**src/design/bpm_result_params.svh**
```systemverilog
`ifndef BPM_RESULT_PARAMS_SVH
`define BPM_RESULT_PARAMS_SVH

// position, maxima and status values
`define DATA_WIDTH 16

// fixed point power and gain words
`define SF_WIDTH 32

// packet framing
`define PKT_WORDS 16
`define PKT_ID 32'h4142504D // ascii ABPM

// slow fifo geometry
`define SFIFO_DEPTH 32
`define SFIFO_AW 5 // count is one bit wider

`endif
```
**src/design/bpm_result_pkg.sv**
```systemverilog
`include "bpm_result_params.svh"

package bpm_result_pkg;

	////////////////////////////////////////
	// packet word views
	////////////////////////////////////////

	// high half goes out first on the host side
	typedef struct packed {
		logic [`DATA_WIDTH-1:0] hi;
		logic [`DATA_WIDTH-1:0] lo;
	} pkt_halves_t;

	typedef union packed {
		logic [2*`DATA_WIDTH-1:0] word; // full 32 bit view, power and gain words
		pkt_halves_t              half; // paired 16 bit values
	} pkt_word_u;

	////////////////////////////////////////
	// per channel arrays, index 0 is chan A
	////////////////////////////////////////
	typedef logic [3:0][`SF_WIDTH-1:0]   chan_pwr_t;
	typedef logic [3:0][`DATA_WIDTH-1:0] chan_val_t;

endpackage

```
**src/design/result_if.sv**
```systemverilog
`timescale 1ns/1ps
`include "bpm_result_params.svh"

// captured event results, bank side drives everything
interface result_if import bpm_result_pkg::*; ();

	logic                   event_done; // one clk wide, real event only
	logic [`DATA_WIDTH-1:0] evt_cnt;
	logic [`DATA_WIDTH-1:0] status;

	// real event position
	logic [`DATA_WIDTH-1:0] x_reg;
	logic [`DATA_WIDTH-1:0] y_reg;
	logic [`DATA_WIDTH-1:0] s_reg;

	// calibration position, no sum kept
	logic [`DATA_WIDTH-1:0] x_cal;
	logic [`DATA_WIDTH-1:0] y_cal;

	chan_pwr_t              pwr_real;
	logic [`SF_WIDTH-1:0]   pwr_cal_a;
	logic [`SF_WIDTH-1:0]   pwr_cal_b;
	chan_val_t              max_reg;

	modport bank (
		output event_done, evt_cnt, status, x_reg, y_reg, s_reg,
		output x_cal, y_cal, pwr_real, pwr_cal_a, pwr_cal_b, max_reg
	);

	modport framer (
		input event_done, evt_cnt, status, x_reg, y_reg, s_reg,
		input x_cal, y_cal, pwr_real, pwr_cal_a, pwr_cal_b, max_reg
	);

endinterface

```
**src/design/bpm_result_top.sv**
```systemverilog
`timescale 1ns/1ps
`include "bpm_result_params.svh"

module bpm_result_top import bpm_result_pkg::*; (
	input  logic                   clk,
	input  logic                   RST_EVENT_NO,
	input  logic                   run,
	input  logic [3:0]             overflow,
	input  logic                   adj_rdy,
	input  logic                   cal_flag,
	input  logic                   position_rdy,
	input  logic                   max_valid,
	input  logic [`SF_WIDTH-1:0]   power_a,
	input  logic [`SF_WIDTH-1:0]   power_b,
	input  logic [`SF_WIDTH-1:0]   power_c,
	input  logic [`SF_WIDTH-1:0]   power_d,
	input  logic [`DATA_WIDTH-1:0] x,
	input  logic [`DATA_WIDTH-1:0] y,
	input  logic [`DATA_WIDTH-1:0] s,
	input  logic [`DATA_WIDTH-1:0] max_a,
	input  logic [`DATA_WIDTH-1:0] max_b,
	input  logic [`DATA_WIDTH-1:0] max_c,
	input  logic [`DATA_WIDTH-1:0] max_d,
	input  logic [`SF_WIDTH-1:0]   drift_gain_a,
	input  logic [`SF_WIDTH-1:0]   drift_gain_b,
	input  logic                   sfifo_rd,
	output logic [31:0]            slow_fifo_dout,
	output logic [`SFIFO_AW:0]     slow_fifo_wd,
	output logic                   slow_fifo_empty,
	output logic [`DATA_WIDTH-1:0] x_reg,
	output logic [`DATA_WIDTH-1:0] y_reg,
	output logic [`DATA_WIDTH-1:0] s_reg
);

	chan_pwr_t power_arr;
	chan_val_t max_arr;
	logic      fifo_wr;
	pkt_word_u fifo_din;
	logic      fifo_full;
	logic      fifo_half_full;

	result_if res_bus ();

	// chan A lands at index 0
	assign power_arr = {power_d, power_c, power_b, power_a};
	assign max_arr   = {max_d, max_c, max_b, max_a};

	result_bank u_bank (
		.clk(clk), .RST_EVENT_NO(RST_EVENT_NO), .run(run), .overflow(overflow),
		.adj_rdy(adj_rdy), .cal_flag(cal_flag), .position_rdy(position_rdy),
		.max_valid(max_valid), .fifo_full(fifo_full), .power(power_arr),
		.x(x), .y(y), .s(s), .max_in(max_arr), .res(res_bus)
	);

	packet_framer u_framer (
		.clk(clk), .RST_EVENT_NO(RST_EVENT_NO), .res(res_bus),
		.drift_gain_a(drift_gain_a), .drift_gain_b(drift_gain_b),
		.fifo_half_full(fifo_half_full), .fifo_wr(fifo_wr), .fifo_din(fifo_din)
	);

	slow_fifo u_sfifo (
		.clk(clk), .RST_EVENT_NO(RST_EVENT_NO), .wr(fifo_wr), .din(fifo_din),
		.rd(sfifo_rd), .dout(slow_fifo_dout), .empty(slow_fifo_empty),
		.full(fifo_full), .half_full(fifo_half_full), .count(slow_fifo_wd)
	);

	// real position for the host display
	assign x_reg = res_bus.x_reg;
	assign y_reg = res_bus.y_reg;
	assign s_reg = res_bus.s_reg;

endmodule

```
**src/design/slow_fifo.sv**
```systemverilog
`timescale 1ns/1ps
`include "bpm_result_params.svh"

module slow_fifo import bpm_result_pkg::*; (
	input  logic              clk,
	input  logic              RST_EVENT_NO,
	input  logic              wr,
	input  pkt_word_u         din,
	input  logic              rd,
	output logic [31:0]       dout,
	output logic              empty,
	output logic              full,
	output logic              half_full,
	output logic [`SFIFO_AW:0] count
);

	logic [31:0]          mem [`SFIFO_DEPTH];
	logic [`SFIFO_AW-1:0] wr_ptr;
	logic [`SFIFO_AW-1:0] rd_ptr;
	logic                 do_wr;
	logic                 do_rd;

	assign do_wr = wr && !full;  // write while full dropped
	assign do_rd = rd && !empty; // read while empty ignored

	////////////////////////////////////////
	// storage
	////////////////////////////////////////
	always_ff @(posedge clk) begin
		if (do_wr)
			mem[wr_ptr] <= din.word;
	end

	// pointers wrap naturally at depth
	always_ff @(posedge clk) begin
		if (RST_EVENT_NO) begin
			wr_ptr <= '0;
			rd_ptr <= '0;
			count  <= '0;
		end else begin
			if (do_wr)
				wr_ptr <= wr_ptr + 1'b1;
			if (do_rd)
				rd_ptr <= rd_ptr + 1'b1;
			case ({do_wr, do_rd})
				2'b10:   count <= count + 1'b1;
				2'b01:   count <= count - 1'b1;
				default: count <= count; // both or neither
			endcase
		end
	end

	assign dout      = mem[rd_ptr]; // head word, fall through
	assign empty     = (count == '0);
	assign full      = (count == (`SFIFO_AW+1)'(`SFIFO_DEPTH));
	assign half_full = (count > (`SFIFO_AW+1)'(`SFIFO_DEPTH / 2)); // one more packet fits at half

	// framer holds off at half full, so a full fifo never sees a write
	a_no_wr_full : assert property (
		@(posedge clk) disable iff (RST_EVENT_NO)
		wr |-> !full
	) else $error("slow fifo written while full");

endmodule

```
**src/design/packet_framer.sv**
```systemverilog
`timescale 1ns/1ps
`include "bpm_result_params.svh"

module packet_framer import bpm_result_pkg::*; (
	input  logic                 clk,
	input  logic                 RST_EVENT_NO,
	result_if.framer             res,
	input  logic [`SF_WIDTH-1:0] drift_gain_a,
	input  logic [`SF_WIDTH-1:0] drift_gain_b,
	input  logic                 fifo_half_full,
	output logic                 fifo_wr,
	output pkt_word_u            fifo_din
);

	// word states 0..15 carry their word number, idle sits above
	localparam logic [4:0] ST_LAST = 5'(`PKT_WORDS - 1);
	localparam logic [4:0] ST_IDLE = 5'(`PKT_WORDS);

	logic [4:0] state;

	////////////////////////////////////////
	// state sequence
	////////////////////////////////////////
	always_ff @(posedge clk) begin
		if (RST_EVENT_NO) begin
			state <= ST_IDLE;
		end else begin
			case (state)
				ST_IDLE: begin
					if (res.event_done && !fifo_half_full) // drop whole packet otherwise
						state <= 5'd0;
				end
				ST_LAST: state <= ST_IDLE;
				default: begin
					if (state < ST_LAST)
						state <= state + 5'd1;
					else
						state <= ST_IDLE; // unused codes
				end
			endcase
		end
	end

	assign fifo_wr = (state <= ST_LAST); // one word per word state

	////////////////////////////////////////
	// packet word select
	////////////////////////////////////////
	always_comb begin
		fifo_din = '0;
		if (fifo_wr) begin
			case (state[3:0])
				4'd0:  fifo_din.word = `PKT_ID;
				4'd1:  begin fifo_din.half.hi = res.status;     fifo_din.half.lo = res.evt_cnt;    end
				4'd2:  begin fifo_din.half.hi = res.x_reg;      fifo_din.half.lo = res.y_reg;      end
				4'd3:  fifo_din.half.hi = res.s_reg;            // low half stays zero
				4'd4:  fifo_din.word = res.pwr_real[0];
				4'd5:  fifo_din.word = res.pwr_real[1];
				4'd6:  fifo_din.word = res.pwr_real[2];
				4'd7:  fifo_din.word = res.pwr_real[3];
				4'd8:  begin fifo_din.half.hi = res.max_reg[0]; fifo_din.half.lo = res.max_reg[1]; end
				4'd9:  begin fifo_din.half.hi = res.max_reg[2]; fifo_din.half.lo = res.max_reg[3]; end
				4'd10: begin fifo_din.half.hi = res.x_cal;      fifo_din.half.lo = res.y_cal;      end
				4'd11: fifo_din.word = '0; // spare word
				4'd12: fifo_din.word = res.pwr_cal_a;
				4'd13: fifo_din.word = res.pwr_cal_b;
				4'd14: fifo_din.word = drift_gain_a;
				default: fifo_din.word = drift_gain_b; // word 15
			endcase
		end
	end

	// whole packets only, never a partial burst
	a_full_burst : assert property (
		@(posedge clk) disable iff (RST_EVENT_NO)
		$rose(fifo_wr) |-> fifo_wr [*`PKT_WORDS] ##1 !fifo_wr
	) else $error("fifo_wr burst length is not one packet");

endmodule

```
**src/design/result_bank.sv**
```systemverilog
`timescale 1ns/1ps
`include "bpm_result_params.svh"

module result_bank import bpm_result_pkg::*; (
	input  logic                   clk,
	input  logic                   RST_EVENT_NO,
	input  logic                   run,
	input  logic [3:0]             overflow, // bit 3 is chan A
	input  logic                   adj_rdy,
	input  logic                   cal_flag,
	input  logic                   position_rdy,
	input  logic                   max_valid,
	input  logic                   fifo_full,
	input  chan_pwr_t              power,
	input  logic [`DATA_WIDTH-1:0] x,
	input  logic [`DATA_WIDTH-1:0] y,
	input  logic [`DATA_WIDTH-1:0] s,
	input  chan_val_t              max_in,
	result_if.bank                 res
);

	////////////////////////////////////////
	// power capture and event count
	////////////////////////////////////////
	always_ff @(posedge clk) begin
		if (RST_EVENT_NO) begin
			res.pwr_real  <= '0;
			res.pwr_cal_a <= '0;
			res.pwr_cal_b <= '0;
			res.evt_cnt   <= '0;
		end else if (adj_rdy) begin
			if (cal_flag) begin
				res.pwr_cal_a <= power[0]; // only A and B go into the packet
				res.pwr_cal_b <= power[1];
			end else begin
				res.pwr_real <= power;
				res.evt_cnt  <= res.evt_cnt + 1'b1; // real events only
			end
		end
	end

	////////////////////////////////////////
	// position capture
	////////////////////////////////////////
	always_ff @(posedge clk) begin
		if (RST_EVENT_NO) begin
			res.x_reg      <= '0;
			res.y_reg      <= '0;
			res.s_reg      <= '0;
			res.x_cal      <= '0;
			res.y_cal      <= '0;
			res.event_done <= 1'b0;
		end else begin
			res.event_done <= position_rdy && !cal_flag; // same cycle the regs update
			if (position_rdy && !cal_flag) begin
				res.x_reg <= x;
				res.y_reg <= y;
				res.s_reg <= s;
			end else if (position_rdy) begin
				res.x_cal <= x; // cal sum not kept
				res.y_cal <= y;
			end
		end
	end

	// channel maxima, no real/cal split
	always_ff @(posedge clk) begin
		if (RST_EVENT_NO) begin
			res.max_reg <= '0;
		end else if (max_valid) begin
			res.max_reg <= max_in;
		end
	end

	// overflow A..D, spare, fifo full, run
	assign res.status = {overflow, 10'b0, fifo_full, run};

	// power and position results come from one pipeline, never together
	a_rdy_exclusive : assert property (
		@(posedge clk) disable iff (RST_EVENT_NO)
		!(adj_rdy && position_rdy)
	) else $error("adj_rdy and position_rdy high in the same cycle");

endmodule

```
**config.mk**
```make
export PLATFORM = sky130hd
export DESIGN_NAME = bpm_result_top
export DESIGN_NICKNAME = d
export VERILOG_FILES = /design/src/design/bpm_result_pkg.sv /design/src/design/result_if.sv /design/src/design/bpm_result_top.sv /design/src/design/slow_fifo.sv /design/src/design/packet_framer.sv /design/src/design/result_bank.sv
export VERILOG_INCLUDE_DIRS = /design/src /design/src/design
export SDC_FILE = /design/constraint.sdc
export NUM_CORES = 2
export LEC_CHECK = 0
export BUFFER_PORTS_ARGS = -buffer_cell sky130_fd_sc_hd__buf_2
export CORE_AREA = 2 2 359 361
export DETAILED_ROUTE_END_ITERATION = 7
export DIE_AREA = 0 0 361 363
export PLACE_DENSITY = 0.63
export RECOVER_POWER = 25
export SKIP_CTS_REPAIR_TIMING = 1
export SYNTH_ARGS = -nofsm -noshare
export SYNTH_HDL_FRONTEND = slang
export SYNTH_HIERARCHICAL = 1
export SYNTH_SLANG_ARGS = --single-unit
```
**constraint.sdc**
```tcl
create_clock -name clk -period 11.9 [get_ports clk]
set_clock_uncertainty 0.1 [all_clocks]
set_input_delay 0 -clock clk [delete_from_list [all_inputs] [get_ports clk]]
set_output_delay 0 -clock clk [all_outputs]
set_load 0.05 [all_outputs]
```
==> Yosys cells after proc, flatten, opt, wreduce, memory -nomap -nowiden <==
Memory sizes are Yosys's and may differ from the RTL's. A register that Yosys moved wholly into a read port is not among the register bits.
Index checks and enable logic that the tools add are counted.
{ "op_classes": {"n_addsub": 6, "n_lt_le_gt_ge": 3, "n_eq_ne": 20, "mux": 11, "bitwise": 2, "n_reduce_logical": 15} }
{ "ops": {"columns": ["cell", "count"], "rows": [
  ["16-bit case mux with 15 select lines", 1],
  ["16-bit case mux with 14 select lines", 1],
  ["32-bit two-way mux", 1],
  ["4-bit == test (second input constant)", 7],
  ["5-bit two-way mux", 4],
  ["16-bit by 1-bit adder with 16-bit output (second input constant)", 1],
  ["4-bit by 3-bit == test with 1-bit output (second input constant)", 4],
  ["5-bit by 1-bit adder with 5-bit output (second input constant)", 3],
  ["6-bit case mux with 2 select lines", 1],
  ["5-bit case mux with 2 select lines", 1],
  ["4-bit by 2-bit == test with 1-bit output (second input constant)", 2],
  ["6-bit by 1-bit adder with 6-bit output (second input constant)", 1],
  ["6-bit == test (second input constant)", 1],
  ["6-bit by 5-bit greater-than comparator with 1-bit output (second input constant)", 1],
  ["6-bit logical NOT", 1],
  ["2-bit AND reduction", 3],
  ["6-bit by 1-bit subtractor with 6-bit output (second input constant)", 1],
  ["5-bit by 4-bit == test with 1-bit output (second input constant)", 1],
  ["5-bit == test (second input constant)", 1],
  ["5-bit by 4-bit less-or-equal comparator with 1-bit output (second input constant)", 1],
  ["5-bit by 4-bit less-than comparator with 1-bit output (second input constant)", 1],
  ["4-bit by 1-bit == test with 1-bit output (second input constant)", 1],
  ["1-bit logical AND", 4],
  ["1-bit logical NOT", 4],
  ["other kinds (8)", 10]
]} }
{ "totals": {"reg_bits": 374, "mem_bits_rw": 1024, "in_bits": 316, "out_inout_bits": 87, "wordCells": 79, "mem_count": 1} }
{ "mem_list": {"columns": ["memory", "words", "width", "read_ports", "rd_clocked_by_memory_dff", "wr", "line", "rtl"], "rows": [
  ["u_sfifo.mem", 32, 32, 1, 1, 1, "slow_fifo.sv:17", "logic [31:0] mem [`SFIFO_DEPTH];"]
]} }

==> Longest topological paths before layout <==
{ "logic_depth": {"word_depth": 5, "mapped_depth": 18, "depth_no_buf": 15} }

==> Hierarchy <==
Netlist, hierarchy kept.
{ "by_module_without_submodules": {"columns": ["module", "instances", "cells_per_inst", "area_per_inst_um2", "seq_area_each_um2"], "rows": [
  ["slow_fifo", 1, 2055, 40391.2, 31169.9],
  ["result_bank", 1, 1493, 12331.8, 7066.8],
  ["packet_framer", 1, 561, 4031.4, 100.1]
]} }

==> Worst setup path after synthesis <==
OpenSTA, ideal clock, no wires.
{ "synth_timing": {"path_kind": "register to register", "start": "reg u_framer.state[0]", "end": "mem u_sfifo.mem[14][0] (enable)", "setup_ns": 0.421, "t_arrival_ns": 3.449, "required_ns": 11.379, "setup_slack_ns": 7.930, "stages_incl_launch_ff": 11, "path_buffers": 1, "synth_period_minus_slack_ns": 3.970, "cell_sequence": "dfxtp_1 -> ha_1 -> and3_1 -> ha_1 -> nor2_1 -> inv_1 -> buf_2 -> inv_1 -> a31oi_1 -> nand2_1 -> nor2_1"} }
{ "synth_via": {"elab_chain_cells": 4} }
{ "synth_rtl": {"columns": ["item", "line", "rtl"], "rows": [
  ["start: declaration", "packet_framer.sv:19", "logic [4:0] state;"],
  ["start signal: assignment", "packet_framer.sv:36", "state <= state + 5'd1;"],
  ["5-bit by 4-bit less-or-equal comparator with 1-bit output", "packet_framer.sv:44", "assign fifo_wr = (state <= ST_LAST);"],
  ["net fifo_wr", "bpm_result_top.sv:37", "logic fifo_wr;"],
  ["1-bit logical AND", "slow_fifo.sv:23", "assign do_wr = wr && !full;"],
  ["1-bit two-way mux", "slow_fifo.sv:30", "if (do_wr)"],
  ["1-bit two-way mux (implied by the code)", "slow_fifo.sv:31", "mem[wr_ptr] <= din.word;"],
  ["end: declaration", "slow_fifo.sv:17", null]
]} }
The timed path passes the listed nets, and every way through them passes these cells.

==> summary.log <==
INFO  outcome        outcome=finished with violations
INFO  outcome        violations=design-rule violations, negative hold slack, max-capacitance violations, max-slew violations
INFO  global_routing antenna_found_initial=17
INFO  global_routing grt_util_met1=0.3334
INFO  clocking       cts.root.buffer_cell=sky130_fd_sc_hd__clkbuf_16
INFO  clocking       path_clk_slew=0.06ns
INFO  setup_path     timing.critical_path.required=12.06ns
INFO  yosys          yosys.cell_count.top_type=sky130_fd_sc_hd__edfxtp_1
INFO  yosys          yosys_warnings=6
INFO  sta            report.final.hold_viol_count=21
INFO  clocking       clock_latency=0.76ns
INFO  floorplanning  floorplan.die.height=363um
INFO  placement      dp_slack=7.347ns
INFO  detailed_routing vias_per_cell=5.907
INFO  clocking       cts_inserted_buffers=147
INFO  placement      place.detailed.hpwl=111.8mm
INFO  setup_path     max_stage_delay=2.80ns
INFO  setup_path     path_cells=clkbuf_1 -> nor2_1 -> a21oi_4 -> a21oi_1 -> clkbuf_1
INFO  sta            finalCritPeriodShare=0.6989
INFO  sta            setup_ws=3.584ns
INFO  detailed_routing routed-via-count=39,798
INFO  floorplanning  die_width=361um
INFO  setup_path     critical_path.startpoint_type=flip-flop
INFO  yosys          share_of_cell_area_taken_by_muxes_after_synthesis=0.1055
INFO  finish         largest_register_ffs=1,024
INFO  global_routing grtUsageMet2=0.4095
INFO  setup_path     ff2ff_setup_slack=3.58ns
INFO  yosys          sequential_fraction_of_the_synthesis_area=0.6755
INFO  min_path       holdPathStages=4
INFO  yosys          synth_commonest_cells=sky130_fd_sc_hd__edfxtp_1 (1,024), sky130_fd_sc_hd__nand2_1 (596), sky130_fd_sc_hd__dfxtp_1 (379)
INFO  global_routing groute.layer.met3.usage=0.04718
INFO  sta            tns=0ns
INFO  setup_path     arrival=8.48ns
INFO  yosys          syn-cell-area=56,750um2
INFO  sta            worst_pin_slew=4.228ns
INFO  yosys          yosys.area.top_type=sky130_fd_sc_hd__edfxtp_1
INFO  detailed_routing routedWlPerCell=26.97um
INFO  floorplanning  io-pin-count=403
INFO  yosys          synth_top_cell_area_share=0.5418
INFO  power          static-leakage-power=24.27nW
INFO  setup_path     rr_worst_depth=5
INFO  power          p_comb_frac=0.208
INFO  clocking       htree_num_levels=4
INFO  placement      place_congestion=0.9397
INFO  power          total_power=13.04mW
INFO  sta            relSlewSlack=-1.819
INFO  detailed_routing drtIter0Drc=4,638
INFO  power          internal-power=9.213mW
INFO  job            cap_viol_max_count=19
INFO  yosys          synth-compound-area-share=0.1019
INFO  setup_path     critical_path_class=reg -> reg
INFO  yosys          synth_top_family_by_area=multiplexers
INFO  power          power_switching=3.829mW
INFO  setup_path     cp_slowest_cell=sky130_fd_sc_hd__clkbuf_1
INFO  floorplanning  row_count=131
INFO  sta            fmaxAchievable=120.2MHz
INFO  global_routing overflow=0
INFO  sta            timing.final.max_slew_violations=902
INFO  global_routing grt_use_total=0.2550
INFO  min_path       min-delay-path-class=in -> reg
INFO  sta            final_setup_fails=0
INFO  power          p_per_area=185.0nW/um2
INFO  floorplanning  design.core.area=127,000um2
INFO  finish         syn2layout_area_growth=24.19%
INFO  floorplanning  floorplan.die_area=131,000um2
INFO  global_routing number_of_global_route_vias_before_repair=35,411
INFO  detailed_routing number_of_remaining_drc_errors=2
INFO  setup_path     timing.critical_path.fanout_max=73
INFO  yosys          async_reset_ff_frac=0
INFO  yosys          synth_xor_xnor_area_share=0.003241
INFO  power          irDropWorstVdd=0.1497mV
INFO  placement      port_buffers=402
INFO  clocking       tritoncts_num_sinks=1,403
INFO  sta            final_period_minus_worst_setup_slack=8.317ns
INFO  yosys          synth-seq-cells=1,403
INFO  finish         nNetsFinal=5,286
INFO  setup_path     critPathMostFrequentCell=sky130_fd_sc_hd__clkbuf_1
INFO  yosys          synth-adder-area-share=0.003307
INFO  clocking       maximum_buffer_depth_of_the_clock_tree=3
INFO  floorplanning  start_util=0.4468
INFO  detailed_routing drt-total-wl=181.7mm
INFO  power          clockPowerShare=0.353
INFO  sta            holdWs=-0.02874ns
INFO  yosys          post_synth_and_or_nand_nor_area_fraction=0.08093
INFO  global_routing grt-busiest-layer=met2
INFO  global_routing grt_max_degree=154
INFO  yosys          ys_dominant_reg_cell=sky130_fd_sc_hd__edfxtp_1
INFO  finish         post_route_cells_drive_above_1_share=0.2058
INFO  yosys          synthesis.instances=4,109
INFO  detailed_routing drt_pass1_iterations=8
INFO  yosys          synth_cell_type_count=79
INFO  setup_path     critPathCaptureType=flip-flop
INFO  sta            grt_setup_unrepaired=no
INFO  power          netSwitchingFraction=0.2936
INFO  yosys          synth_top_cells_by_area=sky130_fd_sc_hd__edfxtp_1 (54%), sky130_fd_sc_hd__dfxtp_1 (13%), sky130_fd_sc_hd__mux4_2 (5.3%)
INFO  detailed_routing post_route_antenna_net_violation_count=0
INFO  clocking       tritoncts_clock_tree=yes
INFO  yosys          post_synth.cell_area_avg=13.81um2
INFO  global_routing first_pass_grt_wire_length=244.4mm
INFO  yosys          count_of_flip_flops_with_a_built_in_enable_after_synthesis=1,024
INFO  power          seq_power_share=0.439
## power by group through the flow
stage          clock network, mW  registers [mW]  logic (mW)
3_3_place_gp                   0            5.82        2.53
2_1_floorplan                  0            5.79        1.73
5_1_grt                     4.87            5.74        2.87
4_1_cts                     4.67            5.72        2.57
6_report                    4.61            5.72        2.71
3_5_place_dp                   0            5.82        2.56
## cell type report
class | count | area (um2)
Tap cell | 1662 | 2079
Sequential cell | 1403 | 38350
Timing Repair Buffer | 1013 | 7815
Inverter | 20 | 75.07
Clock buffer | 198 | 4095
Antenna cell | 4 | 10.01
Fill cell | 10005 | 56550
Clock inverter | 68 | 747.0
Multi-Input combinational cell | 2370 | 17310
## worst paths after layout
check,from,to
max,u_framer/state[3]$_SDFFE_PP0P_,u_sfifo/mem[1][14]$_DFFE_PP_
min reg2reg,u_bank/res.pwr_real[23]$_SDFFE_PP0P_,u_bank/res.pwr_real[23]$_SDFFE_PP0P_
min,power_b[10],u_bank/res.pwr_real[42]$_SDFFE_PP0P_
max reg2reg,u_framer/state[3]$_SDFFE_PP0P_,u_sfifo/mem[1][14]$_DFFE_PP_
## stage by stage
| stage | cell area, um2 | std cells | util |
|---|---|---|---|
| floorplan | 56790 | 4118 | - |
| CTS | 65340 | 6204 | 0.5144 |
| global route | 70480 | 6736 | 0.5548 |
| global placement | 60500 | 5938 | 0.4763 |
| finish | 70480 | 6738 | 0.5549 |
| detailed placement | 60500 | 5938 | 0.4763 |
## cell usage in the layout, fill, tap and decap left out, drive strengths merged, types with 73 or more instances in the layout
cell type	instances
nor3	73
mux2i	76
o21ai	116
nand2	597
buf	409
a211oi	77
nor2b	78
mux4	133
a21oi	332
edfxtp	1024
clkbuf	272
mux2	198
dfxtp	379
dlygate4sd3	530
nor2	141
a22o	100
## metal layers
metal / up-vias / share of wire / routed length [um]
li1: 17340 / - / -
met5: - / 0.00052 / 95
met1: 19741 / 0.38 / 69400
met3: 516 / 0.085 / 15360
met4: 14 / 0.062 / 11240
met2: 2187 / 0.47 / 85650
## critical path, delay by kind of cell (launching register included)
family          cells  cell delay [ns]
buf+inv             2             3.39
flops               1             1.79
simple gates        1             1.32
compound gates      2             1.09
## cell families (layout without fill, tap and decap cells)
group	after synthesis	after routing
adders and majority gates	15	15
and+or+nand+nor	1028	1028
buffers and inverters	345	1299
other	1	14
DFF	1403	1403
muxes	407	407
AOI/OAI and AO/OA	889	889
xor gates and xnor gates	21	21
No activity file was read; power rests on OpenSTA's default activity.
